--- config.mk ---
export PLATFORM = sky130hd
export DESIGN_NAME = axis_width_bridge
export DESIGN_NICKNAME = d
export VERILOG_FILES = /design/src/verilog/axis_pkg.sv /design/src/verilog/axis_adapter.sv /design/src/verilog/axis_fifo.sv /design/src/verilog/axis_width_bridge.sv
export VERILOG_INCLUDE_DIRS = /design/src /design/src/include
export SDC_FILE = /design/constraint.sdc
export NUM_CORES = 1
export LEC_CHECK = 0
export ABC_AREA = 1
export BUFFER_PORTS_ARGS = -buffer_cell sky130_fd_sc_hd__buf_2
export CAP_MARGIN = 20
export CORE_ASPECT_RATIO = 0.5
export CORE_UTILIZATION = 50
export CTS_CLUSTER_SIZE = 30
export DETAILED_ROUTE_END_ITERATION = 6
export HOLD_SLACK_MARGIN = 0.12
export PLACE_DENSITY = 0.66
export REMOVE_ABC_BUFFERS = 1
export SYNTH_ARGS = -nofsm -noshare
export SYNTH_HDL_FRONTEND = slang
export SYNTH_SLANG_ARGS = --single-unit
export TNS_END_PERCENT = 50
--- constraint.sdc ---
create_clock -name clk -period 8.8 [get_ports clk]
set_input_delay 1.76 -clock clk [delete_from_list [all_inputs] [get_ports clk]]
set_output_delay 1.76 -clock clk [all_outputs]
set_load 0.05 [all_outputs]
--- src/include/axis_defines.svh ---
// ========================================
// stream geometry and FIFO sizing
// the narrow side carries a single byte lane
// FIFO depth must be a power of two
// ========================================

`ifndef AXIS_DEFINES_SVH
`define AXIS_DEFINES_SVH

// bits per byte lane
`define AXIS_BYTE_W 8
// lanes on the byte side and on the word side
`define AXIS_NARROW_LANES 1
`define AXIS_WIDE_LANES 4
// word entries held by the FIFO
`define AXIS_FIFO_DEPTH 8

`endif

--- src/verilog/axis_pkg.sv ---
// ========================================
// stream payload types, sized from the
// macros in axis_defines.svh
// byte 0 sits in the low bits of a word
// ========================================

`include "axis_defines.svh"

package axis_pkg;

    // one byte lane
    typedef logic [`AXIS_BYTE_W-1:0] byte_t;

    // one wide word
    typedef logic [`AXIS_WIDE_LANES*`AXIS_BYTE_W-1:0] word_t;

    // bit n qualifies byte n of a word
    typedef logic [`AXIS_WIDE_LANES-1:0] wkeep_t;

    // frame sideband flag
    typedef logic user_t;

endpackage

--- src/verilog/axis_adapter.sv ---
// ========================================
// stream width adapter, upsize or downsize
// lane counts must differ and divide evenly
// downsize drops null lanes, so a frame
// must end on a kept byte to keep its tlast
// ========================================

`include "axis_defines.svh"

module axis_adapter import axis_pkg::*; #(
    parameter int S_KEEP_WIDTH = 1,
    parameter int M_KEEP_WIDTH = 4,
    localparam int S_DATA_W = S_KEEP_WIDTH * `AXIS_BYTE_W,
    localparam int M_DATA_W = M_KEEP_WIDTH * `AXIS_BYTE_W
) (
    input  logic                    clk,
    input  logic                    rst,

    input  logic [S_DATA_W-1:0]     s_tdata,
    input  logic [S_KEEP_WIDTH-1:0] s_tkeep,
    input  logic                    s_tvalid,
    output logic                    s_tready,
    input  logic                    s_tlast,
    input  user_t                   s_tuser,

    output logic [M_DATA_W-1:0]     m_tdata,
    output logic [M_KEEP_WIDTH-1:0] m_tkeep,
    output logic                    m_tvalid,
    input  logic                    m_tready,
    output logic                    m_tlast,
    output user_t                   m_tuser
);

    if (M_KEEP_WIDTH > S_KEEP_WIDTH) begin : g_upsize
        localparam int SEG_COUNT = M_KEEP_WIDTH / S_KEEP_WIDTH;
        localparam int SEG_W = $clog2(SEG_COUNT);

        logic [SEG_W-1:0]        seg;

        // skid entry for a beat that arrives while the word is stalled
        logic [S_DATA_W-1:0]     skid_data;
        logic [S_KEEP_WIDTH-1:0] skid_keep;
        logic                    skid_valid;
        logic                    skid_last;
        user_t                   skid_user;

        logic [M_DATA_W-1:0]     word_data;
        logic [M_KEEP_WIDTH-1:0] word_keep;
        logic                    word_valid;
        logic                    word_last;
        user_t                   word_user;

        // next beat to pack, skid entry first
        logic [S_DATA_W-1:0]     in_data;
        logic [S_KEEP_WIDTH-1:0] in_keep;
        logic                    in_valid;
        logic                    in_last;
        user_t                   in_user;
        logic                    in_close;

        assign in_data  = skid_valid ? skid_data : s_tdata;
        assign in_keep  = skid_valid ? skid_keep : s_tkeep;
        assign in_last  = skid_valid ? skid_last : s_tlast;
        assign in_user  = skid_valid ? skid_user : s_tuser;
        assign in_valid = skid_valid || s_tvalid;
        assign in_close = in_last || (seg == SEG_W'(SEG_COUNT - 1));

        assign s_tready = !skid_valid;

        assign m_tdata  = word_data;
        assign m_tkeep  = word_keep;
        assign m_tvalid = word_valid;
        assign m_tlast  = word_last;
        assign m_tuser  = word_user;

        always_ff @(posedge clk) begin
            word_valid <= word_valid && !m_tready;

            if (!word_valid || m_tready) begin
                if (in_valid) begin
                    word_data[seg*S_DATA_W +: S_DATA_W] <= in_data;
                    // first lane clears the keep bits of the lanes above
                    if (seg == '0) begin
                        word_keep <= M_KEEP_WIDTH'(in_keep);
                    end else begin
                        word_keep[seg*S_KEEP_WIDTH +: S_KEEP_WIDTH] <= in_keep;
                    end
                    word_last  <= in_last;
                    word_user  <= in_user;
                    skid_valid <= 1'b0;

                    if (in_close) begin
                        seg        <= '0;
                        word_valid <= 1'b1;
                    end else begin
                        seg <= seg + 1'b1;
                    end
                end
            end else if (s_tvalid && s_tready) begin
                skid_data  <= s_tdata;
                skid_keep  <= s_tkeep;
                skid_last  <= s_tlast;
                skid_user  <= s_tuser;
                skid_valid <= 1'b1;
            end

            if (rst) begin
                seg        <= '0;
                skid_valid <= 1'b0;
                word_valid <= 1'b0;
            end
        end
    end else begin : g_downsize
        localparam int SEG_COUNT = S_KEEP_WIDTH / M_KEEP_WIDTH;
        localparam int SEG_DATA_W = S_DATA_W / SEG_COUNT;
        localparam int SEG_KEEP_W = S_KEEP_WIDTH / SEG_COUNT;

        // input word with its kept segments packed toward segment 0
        logic [S_DATA_W-1:0]     comp_data;
        logic [S_KEEP_WIDTH-1:0] comp_keep;

        // shift register of segments still to send
        logic [S_DATA_W-1:0]     shift_data;
        logic [S_KEEP_WIDTH-1:0] shift_keep;
        logic                    shift_valid;
        logic                    shift_last;
        user_t                   shift_user;

        logic [M_DATA_W-1:0]     out_data;
        logic [M_KEEP_WIDTH-1:0] out_keep;
        logic                    out_valid;
        logic                    out_last;
        user_t                   out_user;

        always_comb begin
            int fill;
            fill      = 0;
            comp_data = '0;
            comp_keep = '0;
            for (int i = 0; i < SEG_COUNT; i++) begin
                if (s_tkeep[i*SEG_KEEP_W +: SEG_KEEP_W] != '0) begin
                    comp_data[fill*SEG_DATA_W +: SEG_DATA_W] = s_tdata[i*SEG_DATA_W +: SEG_DATA_W];
                    comp_keep[fill*SEG_KEEP_W +: SEG_KEEP_W] = s_tkeep[i*SEG_KEEP_W +: SEG_KEEP_W];
                    fill = fill + 1;
                end
            end
        end

        assign s_tready = !shift_valid;

        assign m_tdata  = out_data;
        assign m_tkeep  = out_keep;
        assign m_tvalid = out_valid;
        assign m_tlast  = out_last;
        assign m_tuser  = out_user;

        always_ff @(posedge clk) begin
            out_valid <= out_valid && !m_tready;

            if (!out_valid || m_tready) begin
                if (shift_valid) begin
                    out_data   <= shift_data[SEG_DATA_W-1:0];
                    out_keep   <= shift_keep[SEG_KEEP_W-1:0];
                    out_user   <= shift_user;
                    out_valid  <= 1'b1;
                    out_last   <= 1'b0;
                    shift_data <= shift_data >> SEG_DATA_W;
                    shift_keep <= shift_keep >> SEG_KEEP_W;
                    if ((shift_keep >> SEG_KEEP_W) == '0) begin
                        shift_valid <= 1'b0;
                        out_last    <= shift_last;
                    end
                end else if (s_tvalid && comp_keep != '0) begin
                    // send segment 0 now, keep the rest
                    out_data    <= comp_data[SEG_DATA_W-1:0];
                    out_keep    <= comp_keep[SEG_KEEP_W-1:0];
                    out_user    <= s_tuser;
                    out_valid   <= 1'b1;
                    out_last    <= s_tlast && ((comp_keep >> SEG_KEEP_W) == '0);
                    shift_data  <= comp_data >> SEG_DATA_W;
                    shift_keep  <= comp_keep >> SEG_KEEP_W;
                    shift_last  <= s_tlast;
                    shift_user  <= s_tuser;
                    shift_valid <= (comp_keep >> SEG_KEEP_W) != '0;
                end
            end else if (s_tvalid && s_tready && comp_keep != '0) begin
                shift_data  <= comp_data;
                shift_keep  <= comp_keep;
                shift_last  <= s_tlast;
                shift_user  <= s_tuser;
                shift_valid <= 1'b1;
            end

            if (rst) begin
                shift_valid <= 1'b0;
                out_valid   <= 1'b0;
            end
        end
    end

endmodule

--- src/verilog/axis_fifo.sv ---
// ========================================
// synchronous FIFO of stream words
// output is read straight from the array
// no write is taken while full
// ========================================

`include "axis_defines.svh"

module axis_fifo import axis_pkg::*; (
    input  logic   clk,
    input  logic   rst,

    input  word_t  s_tdata,
    input  wkeep_t s_tkeep,
    input  logic   s_tvalid,
    output logic   s_tready,
    input  logic   s_tlast,
    input  user_t  s_tuser,

    output word_t  m_tdata,
    output wkeep_t m_tkeep,
    output logic   m_tvalid,
    input  logic   m_tready,
    output logic   m_tlast,
    output user_t  m_tuser
);

    localparam int DEPTH = `AXIS_FIFO_DEPTH;
    localparam int AW = $clog2(DEPTH);

    word_t       mem_data [DEPTH];
    wkeep_t      mem_keep [DEPTH];
    logic        mem_last [DEPTH];
    user_t       mem_user [DEPTH];

    // extra top bit tells a full FIFO from an empty one
    logic [AW:0] wr_ptr;
    logic [AW:0] rd_ptr;
    logic        full;
    logic        empty;
    logic        wr_en;
    logic        rd_en;

    assign empty = (wr_ptr == rd_ptr);
    assign full  = (wr_ptr[AW] != rd_ptr[AW]) && (wr_ptr[AW-1:0] == rd_ptr[AW-1:0]);
    assign wr_en = s_tvalid && !full;
    assign rd_en = m_tready && !empty;

    assign s_tready = !full;
    assign m_tvalid = !empty;

    assign m_tdata = mem_data[rd_ptr[AW-1:0]];
    assign m_tkeep = mem_keep[rd_ptr[AW-1:0]];
    assign m_tlast = mem_last[rd_ptr[AW-1:0]];
    assign m_tuser = mem_user[rd_ptr[AW-1:0]];

    always_ff @(posedge clk) begin
        if (wr_en) begin
            mem_data[wr_ptr[AW-1:0]] <= s_tdata;
            mem_keep[wr_ptr[AW-1:0]] <= s_tkeep;
            mem_last[wr_ptr[AW-1:0]] <= s_tlast;
            mem_user[wr_ptr[AW-1:0]] <= s_tuser;
        end
    end

    always_ff @(posedge clk) begin
        if (rst) begin
            wr_ptr <= '0;
            rd_ptr <= '0;
        end else begin
            if (wr_en) begin
                wr_ptr <= wr_ptr + 1'b1;
            end
            if (rd_en) begin
                rd_ptr <= rd_ptr + 1'b1;
            end
        end
    end

endmodule

--- src/verilog/axis_width_bridge.sv ---
// ========================================
// byte stream in, word FIFO, byte stream out
// null bytes on the input are dropped
// at the output, which has no tkeep
// ========================================

`include "axis_defines.svh"

module axis_width_bridge import axis_pkg::*; (
    input  logic  clk,
    input  logic  rst,

    input  byte_t s_axis_tdata,
    input  logic  s_axis_tkeep,
    input  logic  s_axis_tvalid,
    output logic  s_axis_tready,
    input  logic  s_axis_tlast,
    input  user_t s_axis_tuser,

    output byte_t m_axis_tdata,
    output logic  m_axis_tvalid,
    input  logic  m_axis_tready,
    output logic  m_axis_tlast,
    output user_t m_axis_tuser
);

    // upsizer to FIFO
    word_t  up_tdata;
    wkeep_t up_tkeep;
    logic   up_tvalid;
    logic   up_tready;
    logic   up_tlast;
    user_t  up_tuser;

    // FIFO to downsizer
    word_t  fifo_tdata;
    wkeep_t fifo_tkeep;
    logic   fifo_tvalid;
    logic   fifo_tready;
    logic   fifo_tlast;
    user_t  fifo_tuser;

    axis_adapter #(
        .S_KEEP_WIDTH (`AXIS_NARROW_LANES),
        .M_KEEP_WIDTH (`AXIS_WIDE_LANES)
    ) up_adapter_i (
        .clk      (clk),
        .rst      (rst),
        .s_tdata  (s_axis_tdata),
        .s_tkeep  (s_axis_tkeep),
        .s_tvalid (s_axis_tvalid),
        .s_tready (s_axis_tready),
        .s_tlast  (s_axis_tlast),
        .s_tuser  (s_axis_tuser),
        .m_tdata  (up_tdata),
        .m_tkeep  (up_tkeep),
        .m_tvalid (up_tvalid),
        .m_tready (up_tready),
        .m_tlast  (up_tlast),
        .m_tuser  (up_tuser)
    );

    axis_fifo word_fifo_i (
        .clk      (clk),
        .rst      (rst),
        .s_tdata  (up_tdata),
        .s_tkeep  (up_tkeep),
        .s_tvalid (up_tvalid),
        .s_tready (up_tready),
        .s_tlast  (up_tlast),
        .s_tuser  (up_tuser),
        .m_tdata  (fifo_tdata),
        .m_tkeep  (fifo_tkeep),
        .m_tvalid (fifo_tvalid),
        .m_tready (fifo_tready),
        .m_tlast  (fifo_tlast),
        .m_tuser  (fifo_tuser)
    );

    // output keep is always set, so it stays inside the bridge
    axis_adapter #(
        .S_KEEP_WIDTH (`AXIS_WIDE_LANES),
        .M_KEEP_WIDTH (`AXIS_NARROW_LANES)
    ) down_adapter_i (
        .clk      (clk),
        .rst      (rst),
        .s_tdata  (fifo_tdata),
        .s_tkeep  (fifo_tkeep),
        .s_tvalid (fifo_tvalid),
        .s_tready (fifo_tready),
        .s_tlast  (fifo_tlast),
        .s_tuser  (fifo_tuser),
        .m_tdata  (m_axis_tdata),
        .m_tkeep  (),
        .m_tvalid (m_axis_tvalid),
        .m_tready (m_axis_tready),
        .m_tlast  (m_axis_tlast),
        .m_tuser  (m_axis_tuser)
    );

endmodule

==> results.toml <==
[status]
status = "finished clean"

[timing]
finalHoldViolations = 0
tightest_slew_ns = 1.02
drv_slew = 0
fin_skew_ns = 0.0198
min_period_over_period_pct = 67.8
finalSetupViolCount = 0
period_minus_slack_ns = 5.96
rsz0062_at_grt = "no"
max_freq_mhz = 168
slew_headroom_pct = 32.0

[cts]
clockBufferDepth = 3
cts_sinks = 417
cts.clk_slew.worst_paths_ns = 0.07
clk_latency_ns = 0.56
cts_hold_buf = 0
cts_buffers = 38
cts_setup_buffers = 0
cts_root_buf = "clkbuf_16"
cts_tree = "yes"
cts_resized = 0
htree_num_levels = 2

[floorplanning]
die-height_um = 136
chipWidth_um = 271
core-area_um2 = 35000
row_count = 48
die-area_um2 = 36900
initial_utilization_pct = 51.5
io_pins = 27

[placement]
place_area_um2 = 18500
hpwl_mm = 26.9
portBuffers = 26
globalplace.congestion = 0.912

[synth]
synth-adder-area-share_pct = 1.08
yosysSeqAreaShare_pct = 68.5
synth_cell_types = 46
synth-compound-area-share_pct = 5.88
synth-seq-cells = 417
synth_xor_area_share_pct = 0.194
synth-edff-count = 400
avgSynthCellArea_um2 = 11.0
async_flop_share_pct = 0
muxShareOfSynthArea_pct = 0.500
synthSimpleGateAreaFrac_pct = 19.5
ys_warn_count = 0
synth_top_family_by_area = "simple AND/OR/NAND/NOR gates"
netlist_area_um2 = 18000
synthFlopType = "edfxtp_1"
syn_inst = 1638

[critical_path]
critPathCaptureType = "flip-flop"
path_class = "reg2reg"
worstSetupStartpointType = "flip-flop"
critPathArrivalTime_ns = 6.13
cp_max_fo = 96
required_ns = 8.97

[detailed_routing]
drt_iter0_drc = 1529
wl_per_cell_um = 20.6
vias_per_cell = 5.65
num_vias = 12100
dr.pass1.iters = 6
drc = 0
drtAntennaViolNets = 0
routed_wl_mm = 44.2

[finish]
fillCellCount = 2895
syn_to_final_growth_pct = 9.19
finalNetCount = 1676
final_util_pct = 56.2
layout_commonest_cell = "nand2_1"
design_area_um2 = 19700
drive_gt1_share_pct = 8.92
layout_common_cells = "nand2_1, edfxtp_1, nor2_1, nand3_1, o21ai_0"

[global_route]
grtUsageTotal_pct = 24.1
overflow = 0
grt_max_degree = 97
grt_pass1_wl_mm = 66.2
antenna_found_initial = 1
grt_pass1_vias = 11100

[pwr]
p_leak_nw = 7.30
power_density_nw_per_um2 = 319
vdd_drop_max_uv = 210

[hold_path]
min_path_type = "reg2reg"

[job]
max_cap_viol_count = 0
-- final timing paths --
kind / startpoint / to / slack [ns] / depth (start not counted)
setup reg to reg: flip-flop / down_adapter_i.m_tdata[3] / 2.84 / 19
hold / removal: word_fifo_i.rd_ptr[3] / word_fifo_i.rd_ptr[3] / 0.52 / 1
hold reg to reg: word_fifo_i.rd_ptr[3] / word_fifo_i.rd_ptr[3] / 0.52 / 1
setup / recovery: flip-flop / down_adapter_i.m_tdata[3] / 2.84 / 19
-- critical path, stage by stage (launching register included) --
cell     delay [ns]
dfxtp_4        0.78
buf_4          0.90
nor2_1         0.14
nor2_1         0.13
o21ai_1        0.07
nand3_1        0.12
nand2_2        0.18
inv_2          0.22
fa_1           0.48
inv_1          0.31
ha_1           0.23
ha_1           0.16
nand2_1        0.08
nor4_1         0.24
nand2_2        0.24
nand2_1        0.18
nor2_1         0.08
nand2_1        0.07
nand2_2        0.08
a21oi_1        0.79
-- stage by stage --
stage | hold WS [ns] | setup TNS, ns | setup slack, ns | cells | power [mW]
final | 0.522 | 0 | 2.84 | 2146 | 6.27
after global routing | 0.540 | 0 | 2.33 | 2145 | 6.61
after CTS | 0.516 | 0 | 2.89 | 2145 | 6.27
after detailed placement | 0.500 | 0 | 2.95 | 2081 | 4.64
after global placement | 0.490 | 0 | 3.10 | 2081 | 4.59
after floorplan | 0.470 | -18.67 | -0.534 | 1562 | 3.96
-- layer usage --
metal  global-route usage (%)  part of all wire, %  routed length (um)  vias up
li1                         -                    -                   -     5670
met1                     36.9                   45               20100     5865
met2                     35.1                   43               19100      527
met3                     4.87                  9.8                4320       62
met4                     5.71                  1.6                 713        0
met5                        0                    0                   0        -
-- state kept, by name, summed over array words and instances (netlist names), 8 cells and up, named ones only --
register                              cells
word_fifo_i.mem_data                    256
down_adapter_i.g_downsize.shift_data     32
up_adapter_i.m_tdata                     32
word_fifo_i.mem_keep                     32
down_adapter_i.m_tdata                    8
up_adapter_i.g_upsize.skid_data           8
word_fifo_i.mem_last                      8
word_fifo_i.mem_user                      8
-- synthesized netlist by cell type (14+ instances only) --
master	n	area [um^2]
o21ai_1	27	135
nor2_1	198	743
ha_1	14	175
edfxtp_1	400	12000
nand2_1	446	1670
inv_1	70	263
buf_4	21	158
a21oi_1	30	150
o21ai_0	92	460
dfxtp_1	17	340
buf_2	20	100
clkbuf_1	20	75.1
o22ai_1	24	150
nand3_1	153	766
or2_2	15	93.8
-- cell type report --
class,instances,area [um^2],share of cell area (%)
flip-flops and latches,417,12400,62.8
multi-input cells,1067,4960,25.2
clock buffers,48,988,5.02
well taps,475,594,3.02
inverters,78,298,1.51
repair buffers,44,265,1.35
clock inverters,16,224,1.14
diodes,1,2.50,0.0127
-- report_power, final --
group          total, mW  internal (mW)  switching (mW)
combinational       2.12          0.540            1.58
clock               1.65          0.924           0.728
sequential          2.50           2.41          0.0900
-- cells by family (layout without fill, tap and decap cells) --
family	Yosys count	in the layout
simple gates	846	846
flops	417	417
compound gates	193	193
buf+inv	154	186
fa+ha+maj	15	15
mux	9	9
xor+xnor	4	4
other cells	0	1
No activity file was read; power rests on OpenSTA's default activity.
